## config.mk

```make
export PLATFORM = sky130hd
export DESIGN_NAME = sgmii_rx_top
export DESIGN_NICKNAME = d
export VERILOG_FILES = /design/src/design/rx_word_pkg.sv /design/src/design/rx_mac_pkg.sv /design/src/design/rx_frame_ctrl.sv /design/src/design/rx_word_packer.sv /design/src/design/sgmii_rx_top.sv
export SDC_FILE = /design/constraint.sdc
export NUM_CORES = 1
export LEC_CHECK = 0
export ABC_CLOCK_PERIOD_IN_PS = 3500
export BUFFER_PORTS_ARGS = -buffer_cell sky130_fd_sc_hd__buf_4
export CAP_MARGIN = 30
export CELL_PAD_IN_SITES_DETAIL_PLACEMENT = 0
export CELL_PAD_IN_SITES_GLOBAL_PLACEMENT = 1
export CORE_MARGIN = 1
export CORE_UTILIZATION = 25
export DETAILED_ROUTE_END_ITERATION = 8
export PLACE_DENSITY_LB_ADDON = 0.1
export SYNTH_ARGS = -nofsm -noshare
export SYNTH_HDL_FRONTEND = slang
export SYNTH_HIERARCHICAL = 1
export SYNTH_SLANG_ARGS = --single-unit
```

## constraint.sdc

```tcl
create_clock -name ff_rx_clk -period 3.5 [get_ports ff_rx_clk]
set_input_delay 0.175 -clock ff_rx_clk [delete_from_list [all_inputs] [get_ports ff_rx_clk]]
set_output_delay 0.175 -clock ff_rx_clk [all_outputs]
set_load 0.05 [all_outputs]
```

## src/design/rx_word_pkg.sv

```systemverilog
package rx_word_pkg;

	// ==============================
	// packet word geometry
	// ==============================

	localparam int BYTE_W = 8;
	localparam int LANES = 16;
	localparam int LANE_W = 4;
	localparam int TAG_W = 2;
	localparam int UNUSED_W = 4;
	localparam int DATA_W = BYTE_W * LANES;

	// tag on top, then unused count, then the 16 data lanes
	localparam int WORD_W = TAG_W + UNUSED_W + DATA_W;

	typedef logic [BYTE_W-1:0] byte_t;
	typedef logic [DATA_W-1:0] data_t;
	typedef logic [LANE_W-1:0] lane_t;
	typedef logic [UNUSED_W-1:0] unused_t;
	typedef logic [TAG_W-1:0] tag_t;
	typedef logic [WORD_W-1:0] word_t;

	// last lane of a word, lane 0 is the top byte
	localparam lane_t LANE_LAST = lane_t'(LANES - 1);

	// ==============================
	// position tags
	// ==============================

	// first word of a frame that goes on
	localparam tag_t TAG_FIRST = 2'b01;
	// word inside a frame
	localparam tag_t TAG_MIDDLE = 2'b11;
	// closing word, unused count is valid here
	localparam tag_t TAG_LAST = 2'b10;

endpackage

```

## src/design/rx_mac_pkg.sv

```systemverilog
package rx_mac_pkg;

	// ==============================
	// MAC receive side
	// ==============================

	localparam int ERR_W = 6;

	// per-frame error vector, sampled with the end byte
	typedef logic [ERR_W-1:0] rx_err_t;

	// clean frame
	localparam rx_err_t ERR_NONE = '0;

	// ==============================
	// frame admission FSM
	// ==============================

	// pass takes bytes into the packer
	// drop swallows a refused frame up to its end byte
	typedef enum logic [1:0] {
		FRAME_PASS = 2'b00,
		FRAME_DROP = 2'b01
	} frame_state_e;

endpackage

```

## src/design/rx_frame_ctrl.sv

```systemverilog
`timescale 1ns/1ns

module rx_frame_ctrl (
	input  logic                ff_rx_clk,
	input  logic                reset,

	// MAC byte stream flags
	input  logic                ff_rx_sop,
	input  logic                ff_rx_eop,
	input  logic                ff_rx_dval,
	input  rx_mac_pkg::rx_err_t rx_err,

	// FIFO fill level
	input  logic                out_pkt_almostfull,

	// from the packer, lane counter at 0
	input  logic                word_open,

	// to the packer, same cycle as the byte
	output logic                byte_take,
	output logic                frame_start,
	output logic                frame_end,

	// registered outputs
	output logic                ff_rx_rdy,
	output logic                pkt_receive_add,
	output logic                pkt_discard_add,
	output logic                out_valid_wrreq,
	output logic                out_valid
);

	rx_mac_pkg::frame_state_e state_q;

	logic in_pass;
	logic sop_seen;
	logic start_ok;
	logic start_refused;

	// ==============================
	// admission decode
	// ==============================

	assign in_pass = (state_q == rx_mac_pkg::FRAME_PASS);

	// sop only counts at a word boundary
	assign sop_seen = ff_rx_dval && ff_rx_sop && word_open && in_pass;

	// almost-full is looked at only here, a running frame is never cut
	assign start_ok = sop_seen && !out_pkt_almostfull;
	assign start_refused = sop_seen && out_pkt_almostfull;

	// every valid byte in pass, except a refused start
	assign byte_take = ff_rx_dval && in_pass && !start_refused;

	assign frame_start = start_ok;

	// start beats end when one byte carries both
	assign frame_end = byte_take && ff_rx_eop && !start_ok;

	// ==============================
	// state and registered outputs
	// ==============================

	always_ff @(posedge ff_rx_clk or negedge reset) begin
		if (!reset) begin
			state_q <= rx_mac_pkg::FRAME_PASS;
		end else begin
			case (state_q)
				rx_mac_pkg::FRAME_PASS: begin
					if (start_refused) begin
						state_q <= rx_mac_pkg::FRAME_DROP;
					end
				end
				rx_mac_pkg::FRAME_DROP: begin
					// swallow until the refused frame ends
					if (ff_rx_dval && ff_rx_eop) begin
						state_q <= rx_mac_pkg::FRAME_PASS;
					end
				end
				default: begin
					state_q <= rx_mac_pkg::FRAME_PASS;
				end
			endcase
		end
	end

	// statistic pulses on the start byte
	always_ff @(posedge ff_rx_clk or negedge reset) begin
		if (!reset) begin
			pkt_receive_add <= 1'b0;
			pkt_discard_add <= 1'b0;
		end else begin
			pkt_receive_add <= start_ok;
			pkt_discard_add <= start_refused;
		end
	end

	// verdict goes out with the last word
	always_ff @(posedge ff_rx_clk or negedge reset) begin
		if (!reset) begin
			out_valid_wrreq <= 1'b0;
			out_valid <= 1'b0;
		end else begin
			out_valid_wrreq <= frame_end;
			out_valid <= frame_end && (rx_err == rx_mac_pkg::ERR_NONE);
		end
	end

	// ready rises on the first clock out of reset and stays
	always_ff @(posedge ff_rx_clk or negedge reset) begin
		if (!reset) begin
			ff_rx_rdy <= 1'b0;
		end else begin
			ff_rx_rdy <= 1'b1;
		end
	end

endmodule

```

## src/design/rx_word_packer.sv

```systemverilog
`timescale 1ns/1ns

module rx_word_packer (
	input  logic                 ff_rx_clk,
	input  logic                 reset,

	// byte and qualifiers from the control block
	input  rx_word_pkg::byte_t   ff_rx_data,
	input  logic                 byte_take,
	input  logic                 frame_start,
	input  logic                 frame_end,

	// lane counter sits at 0
	output logic                 word_open,

	// FIFO write side
	output logic                 out_pkt_wrreq,
	output rx_word_pkg::word_t   out_pkt
);

	rx_word_pkg::lane_t lane_q;
	rx_word_pkg::lane_t lane_rev;
	rx_word_pkg::tag_t tag_q;
	rx_word_pkg::unused_t unused_q;
	rx_word_pkg::data_t data_q;

	logic word_done;

	// ==============================
	// lane decode
	// ==============================

	assign word_open = (lane_q == '0);

	// lane 0 is the top byte, big-endian order
	// distance to the bottom lane is also the unused count
	assign lane_rev = rx_word_pkg::LANE_LAST - lane_q;

	// word closes on the end byte or on a full word
	assign word_done = byte_take && (frame_end || (lane_q == rx_word_pkg::LANE_LAST));

	// ==============================
	// lane counter
	// ==============================

	// idle cycles leave the counter where it is
	always_ff @(posedge ff_rx_clk or negedge reset) begin
		if (!reset) begin
			lane_q <= '0;
		end else if (byte_take) begin
			if (word_done) begin
				lane_q <= '0;
			end else begin
				lane_q <= lane_q + 1'b1;
			end
		end
	end

	// ==============================
	// byte placement
	// ==============================

	// lanes past the last byte keep whatever was there
	always_ff @(posedge ff_rx_clk or negedge reset) begin
		if (!reset) begin
			data_q <= '0;
		end else if (byte_take) begin
			data_q[lane_rev * rx_word_pkg::BYTE_W +: rx_word_pkg::BYTE_W] <= ff_rx_data;
		end
	end

	// ==============================
	// tag and unused count
	// ==============================

	always_ff @(posedge ff_rx_clk or negedge reset) begin
		if (!reset) begin
			tag_q <= '0;
			unused_q <= '0;
		end else if (byte_take) begin
			if (frame_end) begin
				// end can land on any lane, lane 0 included
				tag_q <= rx_word_pkg::TAG_LAST;
				unused_q <= rx_word_pkg::unused_t'(lane_rev);
			end else if (word_open) begin
				if (frame_start) begin
					tag_q <= rx_word_pkg::TAG_FIRST;
				end else begin
					tag_q <= rx_word_pkg::TAG_MIDDLE;
				end
				// a word that is not last is full
				unused_q <= '0;
			end
		end
	end

	// ==============================
	// write strobe
	// ==============================

	// same edge as the closing byte lands in data_q
	always_ff @(posedge ff_rx_clk or negedge reset) begin
		if (!reset) begin
			out_pkt_wrreq <= 1'b0;
		end else begin
			out_pkt_wrreq <= word_done;
		end
	end

	assign out_pkt = {tag_q, unused_q, data_q};

endmodule

```

## src/design/sgmii_rx_top.sv

```systemverilog
`timescale 1ns/1ns

module sgmii_rx_top (
	input  logic                ff_rx_clk,
	input  logic                reset,

	// MAC receive stream
	input  rx_word_pkg::byte_t  ff_rx_data,
	input  logic                ff_rx_sop,
	input  logic                ff_rx_eop,
	input  logic                ff_rx_dval,
	input  rx_mac_pkg::rx_err_t rx_err,
	output logic                ff_rx_rdy,

	// statistics
	output logic                pkt_receive_add,
	output logic                pkt_discard_add,

	// packet FIFO
	output logic                out_pkt_wrreq,
	output rx_word_pkg::word_t  out_pkt,
	input  logic                out_pkt_almostfull,

	// verdict FIFO
	output logic                out_valid_wrreq,
	output logic                out_valid
);

	// ==============================
	// control to packer
	// ==============================

	logic byte_take;
	logic frame_start;
	logic frame_end;
	logic word_open;

	// admission, verdict, statistics and ready
	rx_frame_ctrl u_frame_ctrl (
		.ff_rx_clk          (ff_rx_clk),
		.reset              (reset),
		.ff_rx_sop          (ff_rx_sop),
		.ff_rx_eop          (ff_rx_eop),
		.ff_rx_dval         (ff_rx_dval),
		.rx_err             (rx_err),
		.out_pkt_almostfull (out_pkt_almostfull),
		.word_open          (word_open),
		.byte_take          (byte_take),
		.frame_start        (frame_start),
		.frame_end          (frame_end),
		.ff_rx_rdy          (ff_rx_rdy),
		.pkt_receive_add    (pkt_receive_add),
		.pkt_discard_add    (pkt_discard_add),
		.out_valid_wrreq    (out_valid_wrreq),
		.out_valid          (out_valid)
	);

	// 16 bytes per word plus tag and unused count
	rx_word_packer u_word_packer (
		.ff_rx_clk     (ff_rx_clk),
		.reset         (reset),
		.ff_rx_data    (ff_rx_data),
		.byte_take     (byte_take),
		.frame_start   (frame_start),
		.frame_end     (frame_end),
		.word_open     (word_open),
		.out_pkt_wrreq (out_pkt_wrreq),
		.out_pkt       (out_pkt)
	);

endmodule

```

# After elaboration in Yosys (flattened, before gate mapping)
# Index checks and enable logic that the tools add are counted.
# totals
reg_bits	146
inputBits	20
output_inout_bits	140
word_cells	52
# op_classes
addsub	3
n_eq_ne	4
shift	2
n_mux	10
reduce_logical	22
# ops
cell	count
$bwmux 128	1
$shift 8x34->128 const A	1
$shiftx 8x34->128	1
$neg 7->34	1
$logic_and 1x1->1	12
$mux 4	3
$mux 2	5
$logic_not 6->1	1
$add 4x1->4 const B	1
$eq 4x4->1 const B	1
$logic_not 4->1	1
$pmux 2 s2	1
$reduce_and 2->1	2
$sub 4x4->4 const A	1
$logic_not 1->1	3
$eq 2x1->1 const B	1
$logic_not 2->1	1
$ne 2x1->1 const B	1
$ne 2x2->1 const B	1
$reduce_bool 2->1	1
$logic_or 1x1->1	1

# Depth between registers and ports, before layout
# Gate-level depths: netlist of run 1.
# logic_depth
ltp_word	11
ltp_mapped	12
mapped_depth_nobuf	10

# By module
# Netlist of run 1, hierarchy kept.
# modules_own_cells
module	n_inst	cells_per_inst	area_each_um2
rx_word_packer	1	437	5645.4
rx_frame_ctrl	1	19	240.2

# Worst setup path before layout of run 1
# OpenSTA, ideal clock, no wires.
# synth_path
path_type	register to register
from	reg u_word_packer.lane_q[0]
to	reg u_word_packer.data_q[80]
arrival_ps	2405
required_time_ps	3375
path_slack_ps	971
path_stages_with_launch	12
n_path_buf	1
synth_period_minus_slack_ps	2529
cell_sequence	dfrtp_1 -> inv_1 -> ha_1 -> nor3b_1 -> nand2_2 -> nor3_4 -> nor2_1 -> buf_4 -> nand2b_1 -> nor2_1 -> nand2_1 -> mux2_2
# synth_between
elab_chain_cells	6
word_cells_on_any_way	11
# synth_rtl
element	line	text
from (decl)	rx_word_packer.sv:21	rx_word_pkg::lane_t lane_q;
from (signal assigned)	rx_word_packer.sv:54	lane_q <= lane_q + 1'b1;
$logic_not 4->1	rx_word_packer.sv:33	assign word_open = (lane_q == '0);
via word_open	sgmii_rx_top.sv:36	logic word_open;
$logic_and 1x1->1 (2 in a row)	rx_frame_ctrl.sv:46	assign sop_seen = ff_rx_dval && ff_rx_sop && word_open && in_pass;
$logic_and 1x1->1	rx_frame_ctrl.sv:50	assign start_refused = sop_seen && out_pkt_almostfull;
via u_frame_ctrl.start_refused	rx_frame_ctrl.sv:37	logic start_refused;
$logic_not 1->1	rx_frame_ctrl.sv:53	assign byte_take = ff_rx_dval && in_pass && !start_refused;
$logic_and 1x1->1	rx_frame_ctrl.sv:53	
via byte_take	sgmii_rx_top.sv:33	logic byte_take;
to (signal, indexed assignment)	rx_word_packer.sv:68	data_q[lane_rev * rx_word_pkg::BYTE_W +: rx_word_pkg::BYTE_W] <= ff_rx_data;
to (decl)	rx_word_packer.sv:25	rx_word_pkg::data_t data_q;
# The timed path passes the listed nets, and every way through them passes these cells.
# A chain may end at the register's enable or synchronous reset.

# Final worst setup path of run 1
# layout_path
from	reg u_word_packer.lane_q[0]
to	reg u_word_packer.data_q[71]
# Same word-level chain as after synthesis.

==> reports/qor.txt, run 1 <==
Yosys reg bits: 145
Initial core utilization: 25.8%
Max Clock Skew: 0.0104 ns
Synthesized Nets: 479
Gr ovfl total: 0
Int Pwr: 4770 uW
Top-count cell post-synth: dfrtp_1
Fraction of synthesis flops using an asynchronous set or reset pin: 100%
LEAKAGE: 0.00401 uW
Register area share after synthesis: 61.6%
R2R setup slack: 0.47 ns
Synth area leaders: dfrtp_1, mux2_2, o21ai_0
CP Max Fanout: 20
Chip Height: 155 um
Unique masters post-synth: 44
Final Max Tran Viols: 0
Worst Setup Path Type: reg2reg
Die Width: 155 um
Worst hold endpoint: u_frame_ctrl/pkt_discard_add
Final nets: 655
Initial antenna violation count: 2
DR DRC count: 0
Vias in the first global route: 4392
R2R Path End: u_word_packer/data_q[71]
Routed Antenna Nets: 0
DR vias/cell: 4.33
Post-synth top cells: dfrtp_1, mux2_2, nand2_1
# clock sinks: 145
Largest net degree at the start of global routing: 69
Die area: 24200 um^2
Layout cells sized above 1: 46.9%
Post-layout minimum cycle time: 3.03 ns
Sw Share: 45.2%
Flop pwr share: 29.8%
Setup repair after global routing missed its margin: no
Worst hold path type: in2reg
Clock root buffer: clkbuf_16
Setup violators final: 0
Row Count: 55
Mapped Area: 5890 um^2
Hold Path Stages: 3
Syn Area/Cell: 12.9 um^2
DP Cell Count: 924
CTS tree: built
CTS Buffer Depth: 2
Worst-path clk slew: 0.06 ns
Post-Syn Instances: 456
GP Congestion: 0.752
CP required: 3.80 ns
Worst R2R Start: u_word_packer/lane_q[0]
Final hold viol count: 0
Max Clk Rate: 331 MHz
Total of warnings raised by yosys: 6
Post-CTS Setup Bufs: 0
WL/cell: 17.5 um
Max VDD drop: 0.527 mV
Worst endpoint data arrival time: 3.32 ns
Non-filler instance count after layout: 957
Number of synthesized flops with an enable pin: 0
DRT Wirelength: 16.7 mm
Reg2Reg Depth: 11
Clock network fraction of total power: 23.1%
Final worst-path cycle share: 86.4%
Slew @ Worst Pin: 0.940 ns
PD cells: 1070 nW/um^2
Outcome: complete, no violations
Crit path capture type: register
Synth top area share: 61.6%
Clock latency on the worst-skew pair: 0.42 ns
DRT Pass-1 Iters: 4
H-tree levels: 4
Max cap viols: 0
Yosys top cell by area: dfrtp_1
Buffers on Ports: 159
DR vias: 4143
Comb power frac: 47.1%
Core footprint: 22800 um^2
Top_reg_cell synth: dfrtp_1
Startpoint Class: register
P&R area growth vs syn: 38.5%
Hold wc startpoint: ff_rx_sop
Global-route usage over all layers: 14.5%
Max_slew headroom: 37.0%
CTS Buf Count: 17
Initial drt markers: 210
Antenna fix cells: 0
NetSw: 3940 uW
Global-route wire length before repair: 26.2 mm
I/O pins: 160
HPWL Detailed: 11.8 mm
Post-route setup TNS: 0 ns
-- worst max path at each step --
stage,startpoint,to,slack (ns),depth (start not counted)
global placement,u_word_packer/lane_q[0],u_word_packer/data_q[69],0.59,11
detailed placement,u_word_packer/lane_q[0],u_word_packer/data_q[70],0.48,11
finish,u_word_packer/lane_q[0],u_word_packer/data_q[71],0.47,11
global route,u_word_packer/lane_q[0],u_word_packer/data_q[64],0.23,11
CTS,u_word_packer/lane_q[0],u_word_packer/data_q[70],0.49,11
floorplan,u_word_packer/lane_q[0],u_word_packer/data_q[80],0.97,11
-- critical path: stages (launching register included) --
cell and delay (ns):
dfrtp_1 0.46, inv_1 0.12, ha_1 0.14, nor3b_1 0.51, nand2_2 0.16, nor3_4 0.16
nor2_1 0.06, buf_4 0.20, nand2_1 0.14, or2_1 0.17, or3_1 0.44, mux2_4 0.34
-- state kept, by name (all words and copies together), names as in the netlist, 2 cells and up --
| name | count |
|---|---|
| u_word_packer/lane_q | 4 |
| u_word_packer/tag_q | 2 |
| u_word_packer/data_q | 128 |
| u_word_packer/unused_q | 4 |
-- area by class of cell --
cell class / count / area [um^2]
inverters: 14 / 52.6
clock inverters: 12 / 205
well taps: 313 / 392
clock buffers: 19 / 443
repair buffers: 171 / 1290
flip-flops and latches: 145 / 3630
multi-input cells: 283 / 2140
fillers: 2329 / 14700
-- metrics by stage --
step	hold slack, ns	area, um^2	utilization (%)	setup slack (ns)	power, uW
after floorplan	-0.121	5890	-	0.971	5400
after global placement	0.232	7470	32.7	0.593	6740
after detailed placement	0.244	7480	32.8	0.480	6790
after CTS	0.0261	8150	35.7	0.485	8830
after global routing	0.0336	8150	35.7	0.231	9180
final	0.0398	8150	35.7	0.475	8720
-- metal layers --
layer  share of wire (%)  global-route usage (%)  up-vias
met5                   0                       0        -
met4                0.78                    4.34        0
met3                 6.2                    4.46        9
met2                  46                    22.3      132
met1                  47                    19.5     2070
li1                    -                       -     1932
-- cell usage in the layout (no fill, tap or decap), types with 2 or more instances in the layout --
cell / Yosys / layout
clkbuf_16: 0 / 17
nor4_4: 2 / 2
inv_6: 0 / 3
mux2_2: 80 / 80
ha_1: 3 / 3
a21oi_1: 3 / 3
o211ai_1: 4 / 4
and3b_1: 2 / 2
dfrtp_1: 145 / 145
dlygate4sd3_1: 0 / 2
nor2b_1: 11 / 11
nor2_2: 2 / 2
buf_4: 3 / 168
o21ai_0: 50 / 50
nand2_1: 57 / 57
nor3_4: 3 / 3
nor3_1: 2 / 2
a31oi_1: 2 / 2
nand3_1: 18 / 18
nor2_1: 5 / 5
clkinvlp_4: 0 / 2
mux2_4: 8 / 8
nand2b_1: 3 / 3
and2_1: 8 / 8
inv_1: 14 / 14
bufinv_16: 0 / 5
-- power by group through the flow --
| stage | registers [uW] | logic (uW) | clock network [uW] |
|---|---|---|---|
| finish | 2600 | 4100 | 2010 |
| floorplan | 4290 | 1110 | 0 |
| global route | 2670 | 4360 | 2150 |
| global placement | 2620 | 4120 | 0 |
| detailed placement | 2630 | 4150 | 0 |
| CTS | 2610 | 4160 | 2070 |
-- timing repair --
item	CTS	global route
endpoints found under the hold margin	67	0
gates resized for setup	0	0
hold buffers	2	0
endpoints found under the setup margin	0	0
-- cell families after synthesis --
logic type,Yosys count,synth area share (%)
adder cells (fa/ha/maj),3,0.638
multiplexers,88,17.3
flip-flops,145,61.6
AND/OR/NAND/NOR,127,12.1
AO/OA/AOI/OAI,62,5.68
other,1,0.0637
buffers and inverters,28,2.13
XOR/XNOR,2,0.425
No activity file was read; power rests on OpenSTA's default activity.
==> run 2: changes to the inputs <==
Settings changed: CELL_PAD_IN_SITES_DETAIL_PLACEMENT 0 to 1.
==> reports/qor.txt, run 2 (synthesis results as in run 1) <==
Max Clk Rate: 328 MHz
Largest net degree at the start of global routing: 69
Register area: 3630 um^2
CTS Buf Count: 17
CP Max Fanout: 20
Post-layout minimum cycle time: 3.05 ns
R2R setup slack: 0.45 ns
Slew @ Worst Pin: 0.744 ns
Vias in the first global route: 4586
Final worst-path cycle share: 87.2%
Startpoint Class: register
P&R area growth vs syn: 38.3%
# clock sinks: 145
Buffers on Ports: 159
Max_slew headroom: 50.0%
DR vias/cell: 4.40
HPWL Detailed: 12.4 mm
Final nets: 656
Gr ovfl total: 0
PD cells: 1060 nW/um^2
WL/cell: 18.0 um
Max cap viols: 0
Slowest CP cell: nor3b_1
Most flop-heavy register: u_word_packer/data_q
Outcome: complete, no violations
Final hold viol count: 0
Core footprint: 22800 um^2
Layout cells sized above 1: 47.0%
Power Total: 8670 uW
Met1 WL: 8.07 mm
Hold_ws: 0.0452 ns
Crit-path max cell delay: 0.48 ns
Top Metal Used: met4
Antenna fix cells: 0
Top Registers: u_word_packer/data_q (128), u_word_packer/lane_q (4), u_word_packer/unused_q (4)
Global-route usage over all layers: 15.1%
Worst endpoint data arrival time: 3.35 ns
DR vias: 4211
Clock latency on the worst-skew pair: 0.42 ns
Fill count: 2512
Met2 wire length: 8.04 mm
Worst path buffer plus inverter count: 2
Row Count: 55
Final Max Tran Viols: 0
GP Congestion: 0.752
Post-route setup TNS: 0 ns
Setup violators final: 0
Clock root buffer: clkbuf_16
Max FFs per register: 128
Max Clock Skew: 0.0131 ns
Commonest non-fill, non-tap cells in the layout: buf_4, dfrtp_1, mux2_2, nand2_1, o21ai_0
DRT Wirelength: 17.3 mm
Worst Setup Path Type: reg2reg
Initial drt markers: 89
Post-CTS Setup Bufs: 0
Commonest non-fill, non-tap cell in the layout: buf_4
Max VDD drop: 0.445 mV
Initial antenna violation count: 1
Crit path capture type: register
H-tree levels: 4
CTS tree: built
DR DRC count: 0
Multi-input gate area: 2140 um^2
DP Cell Count: 924
CTS Buffer Depth: 2
DRT Pass-1 Iters: 4
Initial core utilization: 25.8%
LEAKAGE: 0.00400 uW
CP required: 3.80 ns
Die area: 24200 um^2
WL met3: 998 um
Worst-path clk slew: 0.06 ns
Die Width: 155 um
Critical Path, Cell by Cell: inv_1 -> ha_1 -> nor3b_1 -> nand2_2 -> nor3_4 -> nor2_1 -> buf_4 -> nand2_1 -> or2_1 -> or3_1 -> mux2_4
Setup repair after global routing missed its margin: no
Worst hold path type: in2reg
Chip Height: 155 um
Routed Antenna Nets: 0
Non-filler instance count after layout: 958
Global-route wire length before repair: 27.5 mm
CP top delay family: simple AND/OR/NAND/NOR gates
I/O pins: 160
run 2: cell types whose count changed in the layout (fill, tap and decap cells not counted), sizes merged:
cell	delta
inv	-2
clkinv	+2
bufinv	-1
clkinvlp	+1
buf	+1
run 2: repair_timing:
action                                 4_1_cts  5_1_grt
resized for setup                            0        0
hold buffers                                 2        0
endpoints found under the hold margin       67        0
run 2: worst reg2reg max path: stages (launching register included):
cell     delay [ns]
dfrtp_1        0.45
inv_1          0.14
ha_1           0.15
nor3b_1        0.48
nand2_2        0.16
nor3_4         0.18
nor2_1         0.06
buf_4          0.20
nand2_1        0.15
or2_1          0.17
or3_1          0.44
mux2_4         0.35
run 2: path summary, 6_finish.rpt:
path                                              to                 startpoint  depth (start not counted)
setup / recovery            u_word_packer/data_q[66]    u_word_packer/lane_q[0]                         11
hold / removal                u_frame_ctrl/out_valid                  rx_err[4]                          3
setup reg to reg            u_word_packer/data_q[66]    u_word_packer/lane_q[0]                         11
hold reg to reg            u_word_packer/data_q[127]  u_word_packer/data_q[127]                          2
max in group asynchronous   u_word_packer/data_q[89]                      reset                          3
min in group asynchronous   u_word_packer/data_q[45]                      reset                          2
run 2: through the flow:
step | util (%) | worst slack (ns) | cell area [um^2]
after floorplan | - | 0.971 | 5890
after global placement | 32.7 | 0.593 | 7470
after detailed placement | 32.8 | 0.460 | 7480
after CTS | 35.6 | 0.444 | 8130
after global routing | 35.6 | 0.134 | 8140
final | 35.6 | 0.447 | 8140
run 2: layer usage:
metal / vias to the layer above / track usage [%]
met3: 13 / 4.21
met4: 0 / 4.48
met2: 112 / 23.7
li1: 1936 / -
met1: 2150 / 20.2
met5: - / 0
run 2: cell type report:
| type | count | share of cell area, % |
|---|---|---|
| Timing Repair Buffer | 172 | 16.0 |
| Clock buffer | 19 | 5.44 |
| Multi-Input combinational cell | 283 | 26.3 |
| Clock inverter | 12 | 2.24 |
| Sequential cell | 145 | 44.6 |
| Inverter | 14 | 0.645 |
| Tap cell | 313 | 4.81 |
run 2: where the power goes:
| part | leakage [uW] | switching, uW | total, uW | internal, uW |
|---|---|---|---|---|
| Combinational | 0.00182 | 2850 | 4140 | 1290 |
| Clock | 0.000296 | 719 | 1930 | 1210 |
| Sequential | 0.00189 | 382 | 2600 | 2210 |
